File: config.mk
export PLATFORM = sky130hd
export DESIGN_NAME = dev_table
export DESIGN_NICKNAME = d
export VERILOG_FILES = /design/src/design/soc_pkg.sv /design/src/design/dev_table.sv
export SDC_FILE = /design/constraint.sdc
export NUM_CORES = 1
export LEC_CHECK = 0
export ABC_AREA = 0
export CORE_AREA = 8 8 45 47
export CTS_BUF_LIST = sky130_fd_sc_hd__clkbuf_2
export DETAILED_ROUTE_END_ITERATION = 8
export DIE_AREA = 0 0 53 55
export DONT_BUFFER_PORTS = 1
export GPL_ROUTABILITY_DRIVEN = 0
export PLACE_DENSITY_LB_ADDON = 0.05
export SYNTH_ARGS = -nofsm -noshare
export SYNTH_HDL_FRONTEND = slang
export SYNTH_SLANG_ARGS = --single-unit
export TNS_END_PERCENT = 5
File: constraint.sdc
create_clock -name clk100mhz_i -period 1.6 [get_ports clk100mhz_i]
set_input_delay 0.08 -clock clk100mhz_i [delete_from_list [all_inputs] [get_ports clk100mhz_i]]
set_output_delay 0.08 -clock clk100mhz_i [all_outputs]
set_load 0.01 [all_outputs]
File: src/design/soc_pkg.sv
// ==================================================
// SoC bus package
// Bus widths, pi1 op codes, slave indices, the
// address map and the device table contents.
// ==================================================

package soc_pkg;

	localparam int ARCH_BITS = 32;
	localparam int SEL_BITS  = ARCH_BITS / 8;
	localparam int ADDR_BITS = 30;

	typedef logic [ARCH_BITS-1:0] data_t;
	typedef logic [SEL_BITS-1:0]  sel_t;
	typedef logic [ADDR_BITS-1:0] addr_t;

	// Read-modify-write is not supported on this bus.
	typedef enum logic [1:0] {
		PI1_NOP = 2'd0,
		PI1_WR  = 2'd1,
		PI1_RD  = 2'd2
	} pi1_op_t;

	typedef enum logic [2:0] {
		S_RAM     = 3'd0,
		S_DEVTBL  = 3'd1,
		S_DMA     = 3'd2,
		S_GPIO    = 3'd3,
		S_INVALID = 3'd4
	} slave_e;

	localparam int SLAVE_COUNT = 5;

	// Word address map; every region spans a power of two words.
	localparam addr_t RAM_BASE      = 30'h000;
	localparam int    RAM_WORDS     = 1024;
	localparam addr_t DEVTBL_BASE   = 30'h400;
	localparam int    DEVTBL_WORDS  = 32;
	localparam addr_t DMA_BASE      = 30'h420;
	localparam int    DMA_WORDS     = 4;
	localparam addr_t GPIO_BASE     = 30'h424;
	localparam int    GPIO_WORDS    = 2;
	localparam int    INVALID_WORDS = 1024;

	function automatic data_t dev_id(input slave_e s);
		case (s)
			S_RAM:    dev_id = 32'd1;
			S_DEVTBL: dev_id = 32'd7;
			S_DMA:    dev_id = 32'd2;
			S_GPIO:   dev_id = 32'd6;
			default:  dev_id = 32'd0;
		endcase
	endfunction

	function automatic data_t dev_mapsz(input slave_e s);
		case (s)
			S_RAM:    dev_mapsz = data_t'(RAM_WORDS);
			S_DEVTBL: dev_mapsz = data_t'(DEVTBL_WORDS);
			S_DMA:    dev_mapsz = data_t'(DMA_WORDS);
			S_GPIO:   dev_mapsz = data_t'(GPIO_WORDS);
			default:  dev_mapsz = data_t'(INVALID_WORDS);
		endcase
	endfunction

endpackage

File: src/design/dev_table.sv
// ==================================================
// Device table
// Read-only slave listing the id and the map size of
// every bus region, two words per entry.
// ==================================================
`timescale 1ns/10ps

module dev_table import soc_pkg::*; (
	 input  logic    clk100mhz_i
	,input  logic    rst_p
	,input  pi1_op_t op_i
	,input  addr_t   addr_i
	,output data_t   rdata_o
	,output logic    rdy_o
);

	localparam int IDX_BITS = $clog2(DEVTBL_WORDS);

	logic [IDX_BITS-1:0] word;
	logic [IDX_BITS-2:0] entry;
	data_t               entry_word;
	data_t               rdata_q;
	logic                rdy_q;
	logic                req;

	assign req   = (op_i != PI1_NOP) && !rdy_q;
	assign word  = addr_i[IDX_BITS-1:0];
	assign entry = word[IDX_BITS-1:1];

	// Even word holds the id, odd word the map size.
	always_comb begin
		if (entry < SLAVE_COUNT) begin
			if (word[0])
				entry_word = dev_mapsz(slave_e'(entry[2:0]));
			else
				entry_word = dev_id(slave_e'(entry[2:0]));
		end else begin
			entry_word = '0;
		end
	end

	// Writes still get a response but change nothing.
	always_ff @(posedge clk100mhz_i) begin
		if (rst_p)
			rdy_q <= 1'b0;
		else
			rdy_q <= req;
	end

	always_ff @(posedge clk100mhz_i) begin
		if (req && op_i == PI1_RD)
			rdata_q <= entry_word;
	end

	assign rdata_o = rdata_q;
	assign rdy_o   = rdy_q;

endmodule

* Word level (Yosys, flattened, before mapping)
Cells that the tools add are included.
Operators by class: magnitude comparators 1, divide/modulo/power cells 0, reduce and logical (&&, ||, !) cells 5, equal/unequal tests 4, mux-type cells 3, $add $sub $neg 0, $mul 0, bitwise gates (word level) 0, shifts and indexed selects 0
Operators by type and width (number):
- case mux 11 bit (3 select lines) | 1
- 2-to-1 mux 32 bit | 1
- case mux 3 bit (4 select lines) | 1
- == test 3 x 2 -> 1 bit, second input constant | 2
- < comparator 4 x 3 -> 1 bit, second input constant | 1
- == test 3 x 1 -> 1 bit, second input constant | 1
- logical NOT 3 bit | 1
- == test 2 bit, second input constant | 1
- logical AND 1 bit | 2
- nonzero test 2 bit | 1
- logical NOT 1 bit | 1
Storage, ports and cells: output and inout port bits 33, memories 0, bits in writable memories 0, word-level logic and storage cells 15, bits in latches 0, input port bits 34, bits in read-only memories 0, register bits 33

* Longest topological paths before layout
word-level depth 3, mapped depth 3, mapped depth without buffers 3

* Worst setup path before layout
Ideal clock, no wire load.
kind register to register, start register rdy_q, in the netlist rdy_o, end register rdata_q[0], in the netlist rdata_o[0], enable pin, path buffers 0, data required time 1225 ps, stages on the path, launching flop included 2, setup time 375 ps, slack 421 ps, period minus slack after synthesis 1179 ps, arrival 804 ps, path through dfxtp_1 -> nor3b_1
Between the ends: word-level cells in the longest chain between the ends 3
Ends and longest elaborated chain:
- start, declared | line dev_table.sv:23 | logic rdy_q;
- start signal, assigned | line dev_table.sv:47 | rdy_q <= req;
- logical NOT 1 bit | line dev_table.sv:26 | assign req = (op_i != PI1_NOP) && !rdy_q;
- logical AND 1 bit | line dev_table.sv:26
- logical AND 1 bit | line dev_table.sv:51 | if (req && op_i == PI1_RD)
- end signal, assigned | line dev_table.sv:52 | rdata_q <= entry_word;
- end, declared | line dev_table.sv:22 | data_t rdata_q;
No other way between the ends. A chain may end at the register's enable or synchronous reset.

* Worst setup path in the final report
start register rdy_q, in the netlist rdy_o, end register rdata_q[1], in the netlist rdata_o[1], enable pin
The elaborated chain is that of the path after synthesis.

==> flow_metrics.env <==
export IMPL_clock_sinks=6
export IMPL_initial_core_util_pct=32.7
export IMPL_cts_made_buffers=3
export IMPL_io_pin_count=67
export IMPL_overflow=0
export IMPL_critPathMaxStageDelay_ps=350
export IMPL_dieArea_um2=2920
export IMPL_die_w_um=53
export IMPL_synth_area_leaders="buf_4, edfxtp_1, dfxtp_1, nor3_1, nor2b_1"
export IMPL_powerDensity_nw_per_um2=863
export IMPL_dr_pass1_iters=3
export IMPL_yosysTopAreaCell="buf_4"
export IMPL_crit_type="reg2reg"
export IMPL_drv_cap=0
export IMPL_antenna_found_initial=0
export IMPL_rsz0062_at_grt="no"
export IMPL_fin_crit_sh_pct=61.6
export IMPL_synth_edff_count=5
export IMPL_p_leak_uw=0.000190
export IMPL_crit_fanout=5
export IMPL_fin_crit_ps=985
export IMPL_drive_above_1_share_pct=9.43
export IMPL_synthDistinctLibCells=12
export IMPL_grt_pass1_wl_um=1010
export IMPL_clock_latency_ps=220
export IMPL_die_h_um=55
export IMPL_ir_drop_v=0.000177
export IMPL_clockBufferDepth=2
export IMPL_r2r_cells=2
export IMPL_critPathRequiredTime_ps=1530
export IMPL_crit_arrival_ps=910
export IMPL_avgRoutedWirePerCell_um=11.7
export IMPL_worst_hold_path_type="in2reg"
export IMPL_total_power_uw=350
export IMPL_totalWireLength_um=807
export IMPL_whs_path_depth=2
export IMPL_yosys_area_top_type_share_pct=44.8
export IMPL_finalHoldViolations=0
export IMPL_start_kind="register"
export IMPL_synth_seq_area_share_pct=37.6
export IMPL_first_global_vias=256
export IMPL_tritoncts="yes"
export IMPL_async_flop_share_pct=0
export IMPL_via_per_inst=3.49
export IMPL_path_depth=2
export IMPL_grt_max_degree=6
export IMPL_yosys_top_cells_count="buf_4, edfxtp_1, nor3_1"
export IMPL_synthFlopType="edfxtp_1"
export IMPL_timing_fmax_ghz=1.02
export IMPL_crit_buf_inv=1
export IMPL_postCtsResizedCells=0
export IMPL_netlist_area_um2=453
export IMPL_antenna_diode_count=0
export IMPL_drc=0
export IMPL_cts_root_buf="clkbuf_2"
export IMPL_grt_usage_pct=4.78
export IMPL_post_place_cells=64
export IMPL_hold_ws_ps=35.7
export IMPL_syn2layout_area_growth_pct=-10.5
export IMPL_hpwl_um=732
export IMPL_synth_seq_cells=6
export IMPL_h_tree_depth=1
export IMPL_drtAntennaViolNets=0
export IMPL_slowest_stage="dfxtp_1"
export IMPL_path_delay_family="flip-flops"
export IMPL_slew_viol_final=0
export IMPL_cp_end_kind="register"
export IMPL_yosys_warnings=0
export IMPL_syn_avg_cell_area_um2=9.44
export IMPL_core_um2=1380
export IMPL_fin_worst_skew_ps=11.2
export IMPL_nets=88
export IMPL_rows=14
export IMPL_netlist_instances=48
export IMPL_vias=241
export IMPL_clkTransAtPathRegs_ps=50
export IMPL_finalNonFillerCells=69
export IMPL_setup_viol=0
export IMPL_synth_most_common_cell="buf_4"
export IMPL_port_buffers=0
export IMPL_setup_tns_ps=0
export IMPL_status="complete, no violations"
export IMPL_drtIter0Drc=4
export IMPL_path_cells="nor3b_1 -> buf_4"
worst paths after layout:
kind / slack [ps] / start / end
max: 620 / rdy_o$_SDFF_PP0_ / rdata_o[1]$_SDFFCE_PP0P_
min: 40 / op_i[0] / rdy_o$_SDFF_PP0_
max reg2reg: 620 / rdy_o$_SDFF_PP0_ / rdata_o[1]$_SDFFCE_PP0P_
min reg2reg: 520 / rdy_o$_SDFF_PP0_ / rdy_o$_SDFF_PP0_
cells in the final DEF, fill, tap and decap left out:
master         count
nor2b_1            2
edfxtp_1           5
a21oi_1            2
nand2_1            1
nor2_1             1
buf_4              1
conb_1            27
dlygate4sd3_1      1
nand2b_1           1
dfxtp_1            1
nor4_1             2
clkbuf_2           4
nor3b_1            1
nor3_1             4
timing repair:
item,CTS,global route
endpoints found under the hold margin,1,0
setup buffers,0,0
hold buffers,1,0
setup endpoints to repair,0,0
metrics by stage:
| stage | worst slack, ps | instance area (µm²) | util, % |
|---|---|---|---|
| 5_1_grt | 576 | 405 | 29.3 |
| 3_3_place_gp | 617 | 375 | 27.1 |
| 2_1_floorplan | 421 | 551 | - |
| 6_report | 615 | 405 | 29.3 |
| 4_1_cts | 598 | 405 | 29.3 |
| 3_5_place_dp | 603 | 375 | 27.1 |
cell families after synthesis:
kind of cell,Yosys count,synth area share [%]
AO/OA/AOI/OAI,2,2.21
buffers and inverters,27,44.8
flip-flops,6,37.6
other,1,0.828
AND/OR/NAND/NOR,12,14.6
state kept, by name, summed over array words and instances (netlist names):
signal / count
rdata_o: 5
rdy_o: 1
area by class of cell:
class / count / area [µm²]
Clock buffer: 4 / 20.0
Fill cell: 161 / 978
Multi-Input combinational cell: 41 / 178
Sequential cell: 6 / 170
Tap cell: 16 / 20.0
Timing Repair Buffer: 2 / 17.5
metal layers:
layer  wire length [µm]  GRT usage [%]
met1                279           4.17
met4                  0           5.17
met3                 85           1.60
met2                442           8.20
met5                  0              0
report_power, final:
group	internal (µW)	switching, µW	total, µW
clock network	66.2	52.6	119
registers	176	6.37	183
logic	10.1	37.9	48.1
total	253	96.9	350
(Power assumes the default switching activity.)
