<file path="config.mk">
export PLATFORM = sky130hd
export DESIGN_NAME = gpio_port
export DESIGN_NICKNAME = d
export VERILOG_FILES = /design/src/design/soc_pkg.sv /design/src/design/gpio_port.sv
export SDC_FILE = /design/constraint.sdc
export NUM_CORES = 1
export LEC_CHECK = 0
export ABC_CLOCK_PERIOD_IN_PS = 3000
export BUFFER_PORTS_ARGS = -buffer_cell sky130_fd_sc_hd__buf_2
export CORE_AREA = 5 5 79 81
export CTS_CLUSTER_SIZE = 20
export DETAILED_ROUTE_END_ITERATION = 7
export DIE_AREA = 0 0 84 86
export MAX_ROUTING_LAYER = met4
export PLACE_DENSITY = 0.76
export RECOVER_POWER = 25
export SETUP_SLACK_MARGIN = 0.15
export SLEW_MARGIN = 30
export SYNTH_ARGS = -nofsm -noshare
export SYNTH_HDL_FRONTEND = slang
export SYNTH_SLANG_ARGS = --single-unit
</file>
<file path="constraint.sdc">
create_clock -name clk100mhz_i -period 3 [get_ports clk100mhz_i]
set_input_delay 0.3 -clock clk100mhz_i [delete_from_list [all_inputs] [get_ports clk100mhz_i]]
set_output_delay 0.3 -clock clk100mhz_i [all_outputs]
set_load 0.005 [all_outputs]
</file>
<file path="src/design/soc_pkg.sv">
// ==================================================
// SoC bus package
// Bus widths, pi1 op codes, slave indices, the
// address map and the device table contents.
// ==================================================

package soc_pkg;

	localparam int ARCH_BITS = 32;
	localparam int SEL_BITS  = ARCH_BITS / 8;
	localparam int ADDR_BITS = 30;

	typedef logic [ARCH_BITS-1:0] data_t;
	typedef logic [SEL_BITS-1:0]  sel_t;
	typedef logic [ADDR_BITS-1:0] addr_t;

	// Read-modify-write is not supported on this bus.
	typedef enum logic [1:0] {
		PI1_NOP = 2'd0,
		PI1_WR  = 2'd1,
		PI1_RD  = 2'd2
	} pi1_op_t;

	typedef enum logic [2:0] {
		S_RAM     = 3'd0,
		S_DEVTBL  = 3'd1,
		S_DMA     = 3'd2,
		S_GPIO    = 3'd3,
		S_INVALID = 3'd4
	} slave_e;

	localparam int SLAVE_COUNT = 5;

	// Word address map; every region spans a power of two words.
	localparam addr_t RAM_BASE      = 30'h000;
	localparam int    RAM_WORDS     = 1024;
	localparam addr_t DEVTBL_BASE   = 30'h400;
	localparam int    DEVTBL_WORDS  = 32;
	localparam addr_t DMA_BASE      = 30'h420;
	localparam int    DMA_WORDS     = 4;
	localparam addr_t GPIO_BASE     = 30'h424;
	localparam int    GPIO_WORDS    = 2;
	localparam int    INVALID_WORDS = 1024;

	function automatic data_t dev_id(input slave_e s);
		case (s)
			S_RAM:    dev_id = 32'd1;
			S_DEVTBL: dev_id = 32'd7;
			S_DMA:    dev_id = 32'd2;
			S_GPIO:   dev_id = 32'd6;
			default:  dev_id = 32'd0;
		endcase
	endfunction

	function automatic data_t dev_mapsz(input slave_e s);
		case (s)
			S_RAM:    dev_mapsz = data_t'(RAM_WORDS);
			S_DEVTBL: dev_mapsz = data_t'(DEVTBL_WORDS);
			S_DMA:    dev_mapsz = data_t'(DMA_WORDS);
			S_GPIO:   dev_mapsz = data_t'(GPIO_WORDS);
			default:  dev_mapsz = data_t'(INVALID_WORDS);
		endcase
	endfunction

endpackage

</file>
<file path="src/design/gpio_port.sv">
// ==================================================
// GPIO port
// Two-flop input synchronizer and an output register,
// both reachable as words of a bus slave.
// ==================================================
`timescale 1ns/10ps

module gpio_port import soc_pkg::*; #(
	parameter int GPIO_COUNT = 16
) (
	 input  logic                  clk100mhz_i
	,input  logic                  rst_p
	,input  pi1_op_t               op_i
	,input  addr_t                 addr_i
	,input  data_t                 wdata_i
	,output data_t                 rdata_o
	,output logic                  rdy_o
	,input  logic [GPIO_COUNT-1:0] gp_i
	,output logic [GPIO_COUNT-1:0] gp_o
);

	logic [GPIO_COUNT-1:0] sync1_q;
	logic [GPIO_COUNT-1:0] sync2_q;
	logic [GPIO_COUNT-1:0] out_q;
	data_t                 rdata_q;
	logic                  rdy_q;
	logic                  req;

	assign req = (op_i != PI1_NOP) && !rdy_q;

	// Inputs are asynchronous to the bus clock.
	always_ff @(posedge clk100mhz_i) begin
		sync1_q <= gp_i;
		sync2_q <= sync1_q;
	end

	always_ff @(posedge clk100mhz_i) begin
		if (rst_p) begin
			rdy_q <= 1'b0;
			out_q <= '0;
		end else begin
			rdy_q <= req;
			// Byte selects do not apply here.
			if (req && op_i == PI1_WR && !addr_i[0])
				out_q <= wdata_i[GPIO_COUNT-1:0];
		end
	end

	always_ff @(posedge clk100mhz_i) begin
		if (req && op_i == PI1_RD)
			rdata_q <= addr_i[0] ? data_t'(out_q) : data_t'(sync2_q);
	end

	assign rdata_o = rdata_q;
	assign rdy_o   = rdy_q;
	assign gp_o    = out_q;

endmodule

</file>
# [Yosys cells after proc, flatten, opt, wreduce, memory -nomap -nowiden]
# Cells that the tools add are included.
[word_totals] out_inout_bits=49 word_cells=15 register_bits=81
[op_classes] n_reduce_logical=7 eq_ne=2 n_mux=1
[ops] cell="16-bit two-way mux" count=1
[ops] cell="1-bit logical AND" count=4
[ops] cell="2-bit by 1-bit == test with 1-bit output (second input constant)" count=1
[ops] cell="2-bit == test (second input constant)" count=1
[ops] cell="1-bit logical NOT" count=2
[ops] cell="2-bit nonzero test" count=1

# [Longest topological paths before layout]
[depth] word_depth=4 depth_mapped=5 ltp_nobuf=2

# [Worst setup path after synthesis]
# No wires, ideal clock.
[synth_timing] path_kind="flip-flop to flip-flop" from="register rdy_q, in the netlist rdy_o" to="register rdata_q[0], in the netlist rdata_o[0], enable pin" n_path_buf=0 t_arrival_ns=1.606 stages_incl_launch_ff=2 setup_ns=0.413 slack_ns=0.981 required_ns=2.587 path_cell_list="dfxtp_1 > nor3b_1"
[synth_via] elab_chain_len=3
[synth_rtl] item="start: declaration" line_no="gpio_port.sv:26" text="logic rdy_q;"
[synth_rtl] item="start signal: assignment" line_no="gpio_port.sv:42" text="rdy_q <= req;"
[synth_rtl] item="1-bit logical NOT" line_no="gpio_port.sv:29" text="assign req = (op_i != PI1_NOP) && !rdy_q;"
[synth_rtl] item="1-bit logical AND" line_no="gpio_port.sv:29"
[synth_rtl] item="1-bit logical AND" line_no="gpio_port.sv:50" text="if (req && op_i == PI1_RD)"
[synth_rtl] item="end signal: assignment" line_no="gpio_port.sv:51" text="rdata_q <= addr_i[0] ? data_t'(out_q) : data_t'(sync2_q);"
[synth_rtl] item="end: declaration" line_no="gpio_port.sv:25" text="data_t rdata_q;"
# Every way passes these cells.
# A chain may end at the register's enable or synchronous reset.

# [Worst setup path in the final report]
[layout_timing] from="register rdy_q, in the netlist rdy_o" to="register rdata_q[2], in the netlist rdata_o[2], enable pin"
# The elaborated chain is that of the path after synthesis.

==> summary.txt <==
Worst setup path
  • Setup crit start kind: flip-flop
  • Worst EP arrival: 1.69 ns
  • Reg2reg setup slack: 1.35 ns
  • Worst Setup End Kind: flip-flop
  • Critical Setup Path Class: flip-flop to flip-flop
  • Critical R2R Launch: rdy_o$_SDFF_PP0_
  • Reg-to-reg endpoint: rdata_o[2]$_DFFE_PP_
  • Crit Path Max Fanout: 9
  • Worst EP required: 3.03 ns
  • CP Cell Sequence: nor3b_2, buf_4
  • Max stage delay on crit path: 0.68 ns
  • Critical path's slowest cell: nor3b_2
  • Worst Reg-to-Reg Cells: 2

Hold path
  • Worst hold path type: input pin to flip-flop
  • Hold Crit Start: gp_i[7]
  • Hold depth: 1
  • Min-Delay Endpoint: sync1_q[7]$_DFF_P_

Logic synthesis
  • Post-synth top area share: 0.441
  • Syn Area/Cell: 14.2 µm²
  • Post-Syn Area: 2220 µm²
  • Cell count after synthesis: 157
  • Count leader, synth: dfxtp_1
  • Most used DFF post-synth: dfxtp_1
  • Post-synth EDFFs: 16
  • Top post-synthesis cells by count: dfxtp_1, nand2b_1
  • Area contributors post-synth: dfxtp_1, edfxtp_1, nand2b_1
  • Unique masters post-synth: 15
  • Async S/R FF share, synth: 0
  • Area leader, netlist: dfxtp_1
  • Seq/Total Area, Yosys: 0.657
  • Synth warn: 0
  • Seq cells post-synth: 65

Global route
  • Antenna violations before repair: 0
  • GR Overflow Total: 0
  • Largest net degree at the start of global routing: 34
  • First-pass GRT wire length: 6330 µm
  • Vias in the first global route: 1,271
  • Total track usage: 0.122

STA
  • Final slew viol count: 0
  • Final setup fails: 0
  • Final Hold Viols: 0
  • Worst slew pin tran: 0.819 ns
  • Setup TNS: 0 ns
  • Normalized max-slew margin: 0.451
  • Period utilization: 0.551
  • Max Clock Freq: 605 MHz
  • Worst Skew: 0.00382 ns
  • Fin crit period: 1.65 ns
  • RSZ-0062 raised after global routing: false

Pwr
  • PD cells: 616 nW/µm²
  • Worst VDD drop: 0.000255 V
  • Gate power share: 0.064
  • Sw power: 0.000360 W
  • P_int: 0.00132 W
  • Switching Share: 0.214
  • Leak pwr: 1.19 nW
  • Clock share of power: 0.368
  • Part of the power in registers: 0.568

Routing
  • DRT Pass-1 Iters: 4
  • Final wirelength: 3980 µm
  • Number of remaining DRC errors: 0
  • Detail Route Antenna Nets: 0
  • Vias: 1,292
  • Starting DRT DRC Count: 68
  • Via/cell ratio: 4.19
  • Routed len/inst: 12.9 µm

Final layout
  • Fin cells: 308
  • Layout cells sized above 1: 0.428
  • Area growth from synthesis to final layout: 22.4%
  • Final design utilization: 0.504
  • Inserted Diodes: 0
  • Layout Nets: 313

Placed design
  • HPWL after DPL: 2780 µm
  • IO Port Bufs: 69
  • Placed insts: 292
  • Gpl congestion: 0.647

CTS
  • Clock sink count: 65
  • Clock slew at reported path FFs: 0.07 ns
  • TritonCTS buffer count: 9
  • Worst-Skew Late Latency: 0.33 ns
  • Post-CTS setup buffer count: 0
  • CTS Root Buffer Type: clkbuf_8
  • CTS Hold Buffers Added: 0
  • # resized after CTS: 0
  • H-tree depth: 3
  • CTS tree: done
  • Max clock buf depth: 2

Floorplanning
  • Io pins: 131
  • Core ar.: 5410 µm²
  • Die X: 84 µm
  • Initial Util: 0.412
  • Die Ht: 86 µm
  • Row Count: 27
  • DIE AREA: 7220 µm²

Run status
  • Outcome: finished clean

Job
  • Max-cap violation count: 0
logic make-up after synthesis:
logic type,share of synthesized area
multiplexers,0.153
AND/OR/NAND/NOR,0.108
other,0.00169
buffers and inverters,0.0804
flip-flops,0.657
worst max-delay path: cells and delay by family, from the launching register on:
kind	cells	cell delay (ns)
simple gates	1	0.68
flops	1	0.36
buf+inv	1	0.31
final cells by class:
| cell class | instances | area, µm² |
|---|---|---|
| multi-input cells | 84 | 646 |
| well taps | 72 | 90.1 |
| clock inverters | 3 | 16.3 |
| flip-flops and latches | 65 | 1460 |
| fillers | 504 | 2680 |
| repair buffers | 71 | 360 |
| clock buffers | 13 | 149 |
cells in the final DEF, fill, tap and decap left out:
cell        count
clkbuf_1        3
buf_2          69
nand2b_1       32
conb_1         16
nor4b_4         1
nor2_1          1
clkinvlp_4      1
edfxtp_1       16
buf_4           2
dfxtp_1        49
clkinv_2        1
clkinv_1        1
nor3_1          1
mux2_2         16
nor3b_2         1
clkbuf_8       10
mux2i_1        16
power groups by stage:
stage / clock network, W / registers (W) / logic [W]
6_report: 0.000617 / 0.000953 / 0.000107
5_1_grt: 0.000697 / 0.000957 / 0.000119
4_1_cts: 0.000642 / 0.000954 / 0.000109
3_5_place_dp: 0 / 0.000973 / 0.000109
3_3_place_gp: 0 / 0.000971 / 0.000105
2_1_floorplan: 0 / 0.000973 / 0.0000736
worst max-delay path by stage:
stage                     start                    end  slack [ns]
2_1_floorplan  rdy_o$_SDFF_PP0_   rdata_o[0]$_DFFE_PP_        0.98
3_3_place_gp            op_i[0]  rdata_o[15]$_DFFE_PP_        1.22
3_5_place_dp            op_i[0]   rdata_o[0]$_DFFE_PP_        1.21
4_1_cts        rdy_o$_SDFF_PP0_   rdata_o[2]$_DFFE_PP_        1.27
5_1_grt        rdy_o$_SDFF_PP0_  rdata_o[15]$_DFFE_PP_        1.25
6_report       rdy_o$_SDFF_PP0_   rdata_o[2]$_DFFE_PP_        1.35
metal layers:
| metal | global-route usage | vias to the layer above | share of wire |
|---|---|---|---|
| li1 | - | 641 | - |
| met1 | 0.129 | 594 | 0.40 |
| met2 | 0.186 | 51 | 0.49 |
| met3 | 0.0644 | 6 | 0.091 |
| met4 | 0.0658 | 0 | 0.014 |
| met5 | - | - | 0 |
through the flow:
step	hold WS, ns	setup slack [ns]	total power [W]	instance area (µm²)
global route	0.0332	1.25	0.00177	2720
detailed placement	0.313	1.21	0.00108	2560
floorplan	0.310	0.981	0.00105	2280
finish	0.0656	1.35	0.00168	2720
CTS	0.0465	1.27	0.00171	2720
global placement	0.310	1.22	0.00108	2560
sequential cells by signal, indices dropped and copies added, names as in the netlist:
| name | flops |
|---|---|
| sync2_q | 16 |
| sync1_q | 16 |
| rdata_o | 16 |
| rdy_o | 1 |
| gp_o | 16 |
No activity file was read; power rests on OpenSTA's default activity.
