<file path="src/design/soc_pkg.sv">
// ==================================================
// SoC bus package
// Bus widths, pi1 op codes, slave indices, the
// address map and the device table contents.
// ==================================================

package soc_pkg;

	localparam int ARCH_BITS = 32;
	localparam int SEL_BITS  = ARCH_BITS / 8;
	localparam int ADDR_BITS = 30;

	typedef logic [ARCH_BITS-1:0] data_t;
	typedef logic [SEL_BITS-1:0]  sel_t;
	typedef logic [ADDR_BITS-1:0] addr_t;

	// Read-modify-write is not supported on this bus.
	typedef enum logic [1:0] {
		PI1_NOP = 2'd0,
		PI1_WR  = 2'd1,
		PI1_RD  = 2'd2
	} pi1_op_t;

	typedef enum logic [2:0] {
		S_RAM     = 3'd0,
		S_DEVTBL  = 3'd1,
		S_DMA     = 3'd2,
		S_GPIO    = 3'd3,
		S_INVALID = 3'd4
	} slave_e;

	localparam int SLAVE_COUNT = 5;

	// Word address map; every region spans a power of two words.
	localparam addr_t RAM_BASE      = 30'h000;
	localparam int    RAM_WORDS     = 1024;
	localparam addr_t DEVTBL_BASE   = 30'h400;
	localparam int    DEVTBL_WORDS  = 32;
	localparam addr_t DMA_BASE      = 30'h420;
	localparam int    DMA_WORDS     = 4;
	localparam addr_t GPIO_BASE     = 30'h424;
	localparam int    GPIO_WORDS    = 2;
	localparam int    INVALID_WORDS = 1024;

	function automatic data_t dev_id(input slave_e s);
		case (s)
			S_RAM:    dev_id = 32'd1;
			S_DEVTBL: dev_id = 32'd7;
			S_DMA:    dev_id = 32'd2;
			S_GPIO:   dev_id = 32'd6;
			default:  dev_id = 32'd0;
		endcase
	endfunction

	function automatic data_t dev_mapsz(input slave_e s);
		case (s)
			S_RAM:    dev_mapsz = data_t'(RAM_WORDS);
			S_DEVTBL: dev_mapsz = data_t'(DEVTBL_WORDS);
			S_DMA:    dev_mapsz = data_t'(DMA_WORDS);
			S_GPIO:   dev_mapsz = data_t'(GPIO_WORDS);
			default:  dev_mapsz = data_t'(INVALID_WORDS);
		endcase
	endfunction

endpackage

</file>
<file path="src/design/pi1_arbiter.sv">
// ==================================================
// PI1 arbiter
// Grants the bus to the host or the DMA master,
// decodes the address into a slave region and hosts
// the invalid-device slave, which reads zero.
// ==================================================
`timescale 1ns/10ps

module pi1_arbiter import soc_pkg::*; (
	 input  logic    clk100mhz_i
	,input  logic    rst_p
	,input  pi1_op_t h_op_i
	,input  addr_t   h_addr_i
	,input  data_t   h_wdata_i
	,input  sel_t    h_sel_i
	,output data_t   h_rdata_o
	,output logic    h_rdy_o
	,input  pi1_op_t d_op_i
	,input  addr_t   d_addr_i
	,input  data_t   d_wdata_i
	,input  sel_t    d_sel_i
	,output data_t   d_rdata_o
	,output logic    d_rdy_o
	,output addr_t   s_addr_o
	,output data_t   s_wdata_o
	,output sel_t    s_sel_o
	,output pi1_op_t ram_op_o
	,output pi1_op_t dt_op_o
	,output pi1_op_t dma_op_o
	,output pi1_op_t gpio_op_o
	,input  data_t   ram_rdata_i
	,input  logic    ram_rdy_i
	,input  data_t   dt_rdata_i
	,input  logic    dt_rdy_i
	,input  data_t   dma_rdata_i
	,input  logic    dma_rdy_i
	,input  data_t   gpio_rdata_i
	,input  logic    gpio_rdy_i
);

	logic    busy_q;
	logic    gnt_q;
	logic    gnt_dma;
	pi1_op_t m_op;
	addr_t   m_addr;
	slave_e  slave_sel;
	addr_t   slave_base;
	data_t   sl_rdata;
	logic    sl_rdy;
	logic    bus_rdy;

	// Unsigned wrap makes a single compare cover both region bounds.
	function automatic logic in_region(input addr_t a, input addr_t base, input int words);
		in_region = (addr_t'(a - base) < addr_t'(words));
	endfunction

	// A running access keeps its master; otherwise the host wins.
	always_comb begin
		if (busy_q)
			gnt_dma = gnt_q;
		else
			gnt_dma = (h_op_i == PI1_NOP) && (d_op_i != PI1_NOP);
	end

	assign m_op      = gnt_dma ? d_op_i : h_op_i;
	assign m_addr    = gnt_dma ? d_addr_i : h_addr_i;
	assign s_wdata_o = gnt_dma ? d_wdata_i : h_wdata_i;
	assign s_sel_o   = gnt_dma ? d_sel_i : h_sel_i;

	always_comb begin
		slave_sel  = S_INVALID;
		slave_base = m_addr;
		if (in_region(m_addr, RAM_BASE, RAM_WORDS)) begin
			slave_sel  = S_RAM;
			slave_base = RAM_BASE;
		end else if (in_region(m_addr, DEVTBL_BASE, DEVTBL_WORDS)) begin
			slave_sel  = S_DEVTBL;
			slave_base = DEVTBL_BASE;
		end else if (in_region(m_addr, DMA_BASE, DMA_WORDS)) begin
			slave_sel  = S_DMA;
			slave_base = DMA_BASE;
		end else if (in_region(m_addr, GPIO_BASE, GPIO_WORDS)) begin
			slave_sel  = S_GPIO;
			slave_base = GPIO_BASE;
		end
	end

	assign s_addr_o = m_addr - slave_base;

	assign ram_op_o  = (slave_sel == S_RAM) ? m_op : PI1_NOP;
	assign dt_op_o   = (slave_sel == S_DEVTBL) ? m_op : PI1_NOP;
	assign dma_op_o  = (slave_sel == S_DMA) ? m_op : PI1_NOP;
	assign gpio_op_o = (slave_sel == S_GPIO) ? m_op : PI1_NOP;

	// Invalid device completes at once with zero data.
	always_comb begin
		case (slave_sel)
			S_RAM: begin
				sl_rdata = ram_rdata_i;
				sl_rdy   = ram_rdy_i;
			end
			S_DEVTBL: begin
				sl_rdata = dt_rdata_i;
				sl_rdy   = dt_rdy_i;
			end
			S_DMA: begin
				sl_rdata = dma_rdata_i;
				sl_rdy   = dma_rdy_i;
			end
			S_GPIO: begin
				sl_rdata = gpio_rdata_i;
				sl_rdy   = gpio_rdy_i;
			end
			default: begin
				sl_rdata = '0;
				sl_rdy   = 1'b1;
			end
		endcase
	end

	assign bus_rdy = (m_op != PI1_NOP) && sl_rdy;

	assign h_rdata_o = sl_rdata;
	assign d_rdata_o = sl_rdata;
	assign h_rdy_o   = bus_rdy && !gnt_dma;
	assign d_rdy_o   = bus_rdy && gnt_dma;

	always_ff @(posedge clk100mhz_i) begin
		if (rst_p) begin
			busy_q <= 1'b0;
			gnt_q  <= 1'b0;
		end else if (!busy_q) begin
			if (m_op != PI1_NOP && !bus_rdy) begin
				busy_q <= 1'b1;
				gnt_q  <= gnt_dma;
			end
		end else if (bus_rdy) begin
			busy_q <= 1'b0;
		end
	end

endmodule

</file>
<file path="config.mk">
export PLATFORM = sky130hd
export DESIGN_NAME = pi1_arbiter
export DESIGN_NICKNAME = d
export VERILOG_FILES = /design/src/design/soc_pkg.sv /design/src/design/pi1_arbiter.sv
export SDC_FILE = /design/constraint.sdc
export NUM_CORES = 1
export LEC_CHECK = 0
export CORE_AREA = 5 5 156 158
export CTS_CLUSTER_DIAMETER = 30
export DETAILED_ROUTE_END_ITERATION = 8
export DIE_AREA = 0 0 161 163
export DONT_BUFFER_PORTS = 1
export GPL_TIMING_DRIVEN = 0
export PLACE_DENSITY_LB_ADDON = 0.12
export SYNTH_ARGS = -nofsm -noshare
export SYNTH_HDL_FRONTEND = slang
export SYNTH_SLANG_ARGS = --single-unit
export TNS_END_PERCENT = 20
</file>
<file path="constraint.sdc">
create_clock -name clk100mhz_i -period 9 [get_ports clk100mhz_i]
set_input_delay 0.9 -clock clk100mhz_i [delete_from_list [all_inputs] [get_ports clk100mhz_i]]
set_output_delay 0.9 -clock clk100mhz_i [all_outputs]
set_load 0.01 [all_outputs]
</file>
# ---- After elaboration in Yosys (flattened, before gate mapping)
# Index checks and enable logic that the tools add are counted.
dict set report totals {
  reg_bits 2
}
dict set report classes {
  reduce_logical 12
  magnitude_cmp 4
  muxes 22
  n_bitwise 1
  addsub 4
  n_eq_ne 3
}
# operator count
set op_table {}
lappend op_table {{$mux 30} 5}
lappend op_table {{$pmux 32 s4} 1}
lappend op_table {{$sub 30x11->30 const B} 3}
lappend op_table {{$mux 32} 1}
lappend op_table {{$lt 30x11->1 const B} 1}
lappend op_table {{$lt 30x2->1 const B} 1}
lappend op_table {{$lt 30x3->1 const B} 1}
lappend op_table {{$lt 30x6->1 const B} 1}
lappend op_table {{$sub 30x30->30} 1}
lappend op_table {{$mux 3} 4}
lappend op_table {{$mux 2} 5}
lappend op_table {{$eq 3x2->1 const B} 2}
lappend op_table {{$logic_and 1x1->1} 5}
lappend op_table {{$mux 1} 4}
lappend op_table {{$mux 4} 1}
lappend op_table {{$pmux 1 s4} 1}
lappend op_table {{$reduce_bool 2->1} 2}
lappend op_table {{$eq 3x1->1 const B} 1}
lappend op_table {{$logic_not 3->1} 1}
lappend op_table {{$logic_not 1->1} 2}
lappend op_table {{$logic_not 2->1} 1}
lappend op_table {{$reduce_and 2->1} 1}
lappend op_table {{$not 1->1} 1}

# ---- Depth between registers and ports, before layout
dict set report logic_depth {
  ltp_word 17
  mapped_depth 34
  mapped_depth_nobuf 26
}

# ---- Worst setup path before layout
# No wires, ideal clock.
dict set report synth_timing {
  path_kind {input to output}
  start {input port h_op_i[1]}
  end {output port s_addr_o[21]}
  setup_slack_ps 457
  stages 32
  arrival_ps 7643
  path_cell_list {o41ai_4 -> buf_2 -> buf_2 -> clkbuf_1 -> buf_1 -> nand2_1 -> nand2_1 -> ha_1 -> nand2b_1 -> mux2_2 -> a21oi_1 -> o2111ai_1 -> a221o_1 -> or4_1 -> buf_2 -> and2_1 -> clkbuf_1 -> clkbuf_1 -> nand2_1 -> ha_1 -> nor2b_1 -> o21ai_0 -> a21boi_0 -> o21ai_0 -> a21boi_0 -> or2_2 -> o21ai_0 -> a311oi_1 -> nor3_1 -> nor2_1 -> a41oi_1 -> xnor2_1}
}
dict set report synth_between {
  elab_chain_len 11
}
# item line
set synth_lines {}
lappend synth_lines {{start, declared} pi1_arbiter.sv:12} ;# ,input pi1_op_t h_op_i
lappend synth_lines {{$logic_not 2->1 (*)} pi1_arbiter.sv:62} ;# gnt_dma = (h_op_i == PI1_NOP) && (d_op_i != PI1_NOP);
lappend synth_lines {{$logic_and 1x1->1 (*)} pi1_arbiter.sv:62}
lappend synth_lines {{$mux 1 (*)} pi1_arbiter.sv:59} ;# if (busy_q)
lappend synth_lines {{$mux 30 (*)} pi1_arbiter.sv:66} ;# assign m_addr = gnt_dma ? d_addr_i : h_addr_i;
lappend synth_lines {{$sub 30x11->30} pi1_arbiter.sv:54} ;# in_region = (addr_t'(a - base) < addr_t'(words));
lappend synth_lines {{$lt 30x2->1} pi1_arbiter.sv:54}
lappend synth_lines {{$mux 30} pi1_arbiter.sv:82} ;# end else if (in_region(m_addr, GPIO_BASE, GPIO_WORDS)) begin
lappend synth_lines {{$mux 30} pi1_arbiter.sv:79} ;# end else if (in_region(m_addr, DMA_BASE, DMA_WORDS)) begin
lappend synth_lines {{$mux 30} pi1_arbiter.sv:76} ;# end else if (in_region(m_addr, DEVTBL_BASE, DEVTBL_WORDS)) begin
lappend synth_lines {{$mux 30} pi1_arbiter.sv:73} ;# if (in_region(m_addr, RAM_BASE, RAM_WORDS)) begin
lappend synth_lines {{$sub 30x30->30 (*)} pi1_arbiter.sv:88} ;# assign s_addr_o = m_addr - slave_base;
lappend synth_lines {{end, declared} pi1_arbiter.sv:24} ;# ,output addr_t s_addr_o
# Mark *: on every way between the ends. The rest lies on a longest branch, timed or not.

# ---- Worst setup path in the final report
dict set report layout_timing {
  start {input port h_op_i[1]}
  end {output port s_addr_o[27]}
}
# The elaborated chain is that of the path after synthesis.

==> results_dict.tcl <==
set metrics [dict create \
    viasPerCell 5.68 \
    p_leak_nw 2.21 \
    fmax_ghz 0.116 \
    slowest_stage "or4_1" \
    clockPowerShare_pct 17.5 \
    drive_gt1_share_pct 11.5 \
    synth_fp_nets 1070 \
    tightestPinTransition_ns 1.17 \
    final-setup-viol-count 0 \
    grt_max_degree 11 \
    intPower_mw 0.172 \
    placed_cells 1065 \
    synth-edff-count 0 \
    die-area_um2 26200 \
    fin_cells 1074 \
    start_util_pct 20.6 \
    worst_setup_path_start_kind "input pin" \
    reg2regPathDepth 21 \
    slew_headroom_pct 22.1 \
    grt_overflow 0 \
    io_buffers 0 \
    cap_violations 0 \
    async_flop_share_pct 0 \
    area_growth_syn_to_layout_pct 12.3 \
    holdPathStages 2 \
    hold_viol 0 \
    final_antenna_net_count 0 \
    path_class "input pin to output port" \
    fill_cells 2714 \
    core_area_um2 23000 \
    p_per_area_nw_per_um2 72.6 \
    clock_latency_ns 0.22 \
    rsz0062_at_grt "yes" \
    cts_buffer_depth 2 \
    h-tree-depth 1 \
    multi_input_area_um2 4150 \
    syn_area_per_cell_um2 6.10 \
    switching_share_pct 55.5 \
    post-synth-top-area-cell "nand2_1" \
    met3_usage_pct 8.00 \
    first_pass_iters 5 \
    ys.flop_type "dfxtp_1" \
    grt_usage_pct 22.8 \
    grt_pass1_wl_mm 44.4 \
    crit_arrival_ns 7.74 \
    ys_warn_count 0 \
    critPathMaxFanout 10 \
    global_route.usage.met2_pct 40.3 \
    status "finished, final reports clean" \
    tritoncts "yes" \
    fin_crit_sh_pct 96.0 \
    grtUsageMet1_pct 27.3 \
    dieWidth_um 161 \
    die_y_um 163 \
    wl_per_cell_um 30.6 \
    finalClockSkew_ns 0.00284 \
    synth_top_area_share_pct 13.8 \
    ys_top_cells_by_area "nand2_1, ha_1, mux2i_1" \
    layout_setup_ws_ns 0.362 \
    synthesis.area_um2 4730 \
    max-vdd-ir-drop_v 0.0000418 \
    drv_slew 0 \
    place.gp.congestion 0.926 \
    post-dp-hpwl_mm 28.7 \
    root_buffer "clkbuf_16" \
    synth-seq-cells 2 \
    clkTransAtPathRegs_ns 0.03 \
    first_global_vias 5951 \
    wl_mm 32.8 \
    total_power_mw 0.386 \
    synthCells 775 \
    seqPwrFrac_pct 2.3 \
    cp_slowest_stage_delay_ns 0.53 \
    period_needed_ns 8.64 \
    p_comb_share_pct 80.1 \
    critPathRequiredTime_ns 8.10 \
    switchingPower_mw 0.214 \
    ctsHoldBuffers 0 \
    num_rows 56 \
    grt.busiest_layer "met2" \
    cts_buffers 3 \
    layout.nets 1077 \
    clock_sinks 2 \
    drt_first_iter_violations 655 \
    regArea_um2 40.0 \
    synth.distinct_cells 70 \
    hold_path.class "flip-flop to flip-flop" \
    synth_seq_area_share_pct 0.847 \
    route.detailed.drc 0 \
    vias 6103 \
    crit_top_cell "buf_4" \
    io_pins 410 \
    antenna_found_initial 6 \
    pre_cts_ws_ns -2.31 \
    end_kind "output port" \
]
[stage by stage]
stage	instance area, µm²	util [%]	setup TNS, ns	hold slack [ns]
final	5310	23.1	0	0.495
after global placement	5090	22.2	-41.62	0.502
after floorplan	4730	-	0	0.460
after detailed placement	5090	22.2	-37.60	0.492
after global routing	5310	23.1	-0.0124	0.526
after CTS	5240	22.8	0	0.497
[area by class of cell]
class	count	share of cell area [%]
diodes	4	0.189
clock buffers	3	1.41
flip-flops and latches	2	0.754
inverters	60	4.27
multi-input cells	642	78.1
plain buffers	70	7.99
well taps	290	6.84
repair buffers	3	0.424
[synthesized netlist by cell type, drive strengths merged (11+ instances only)]
cell / number
mux2: 11
mux2i: 29
ha: 24
buf: 42
nor3: 38
inv: 59
nor2: 50
xnor2: 23
o21ai: 49
a21oi: 36
nand2: 175
clkbuf: 29
a222oi: 23
nand3: 18
or3: 11
or4: 12
[power by group through the flow]
stage          logic [mW]  clock network, mW  registers, mW
2_1_floorplan       0.223                  0        0.00905
3_5_place_dp        0.292                  0        0.00905
6_report            0.309             0.0676        0.00894
5_1_grt             0.341             0.0698        0.00893
3_3_place_gp        0.294                  0        0.00905
4_1_cts             0.300             0.0683        0.00894
[kinds of logic after synthesis]
kind of cell / count (synthesis) / synth area share [%]
AO/OA/AOI/OAI: 191 / 30.0
AND/OR/NAND/NOR: 360 / 35.4
flip-flops: 2 / 0.847
buffers and inverters: 131 / 13.2
multiplexers: 40 / 9.02
adder cells (fa/ha/maj): 25 / 6.77
XOR/XNOR: 26 / 4.82
[routing by layer]
layer	vias to the layer above	wire, µm
met5	-	13
li1	2813	-
met4	2	537
met1	2960	12900
met2	298	16200
met3	30	3250
[what timing repair did]
item / in CTS / in global routing
hold endpoints to repair: 0 / 0
resized for setup: 22 / 16
cloned: 0 / 0
pin swaps: 3 / 3
setup endpoints to repair: 28 / 15
buffers inserted: 3 / 0
[layout by cell type (no fill, tap or decap), types with 4 or more instances in the layout]
master,synthesis,layout
o21ai_0,46,42
xnor2_1,23,20
diode_2,0,4
or2_2,4,4
or4_1,12,12
o21bai_1,4,4
o21a_1,5,5
nand2_1,174,174
o2111ai_1,5,5
buf_4,32,41
and3_1,4,4
mux2i_1,28,28
a221o_1,4,4
nand2b_1,7,7
clkbuf_1,29,25
nor4_1,9,9
nor2b_1,9,9
a21o_1,8,8
nand4_1,6,6
nor4b_1,9,9
nor3_1,38,36
clkbuf_4,0,4
ha_1,24,24
a222oi_1,23,23
inv_1,59,59
nor2_1,49,48
o21ai_1,3,6
a22oi_1,7,7
nand3_1,18,18
or3_1,11,11
o211ai_1,4,4
a21oi_1,36,34
o221ai_1,6,6
mux2_2,11,11
[final timing paths]
kind         slack [ns]                 end               start
max reg2reg        3.59  gnt_q$_SDFFE_PP0P_           flip-flop
min reg2reg        0.50  gnt_q$_SDFFE_PP0P_  gnt_q$_SDFFE_PP0P_
max                0.36        s_addr_o[27]           h_op_i[1]
min                0.50  gnt_q$_SDFFE_PP0P_  gnt_q$_SDFFE_PP0P_
[critical path: cells and delay by family]
family | cells | cell delay [ns]
AND/OR/NAND/NOR | 10 | 2.29
adder cells (fa/ha/maj) | 2 | 0.41
buffers and inverters | 8 | 1.72
AO/OA/AOI/OAI | 11 | 2.01
XOR/XNOR | 1 | 0.16
multiplexers | 1 | 0.20
Power figures use the tool's default switching activity.
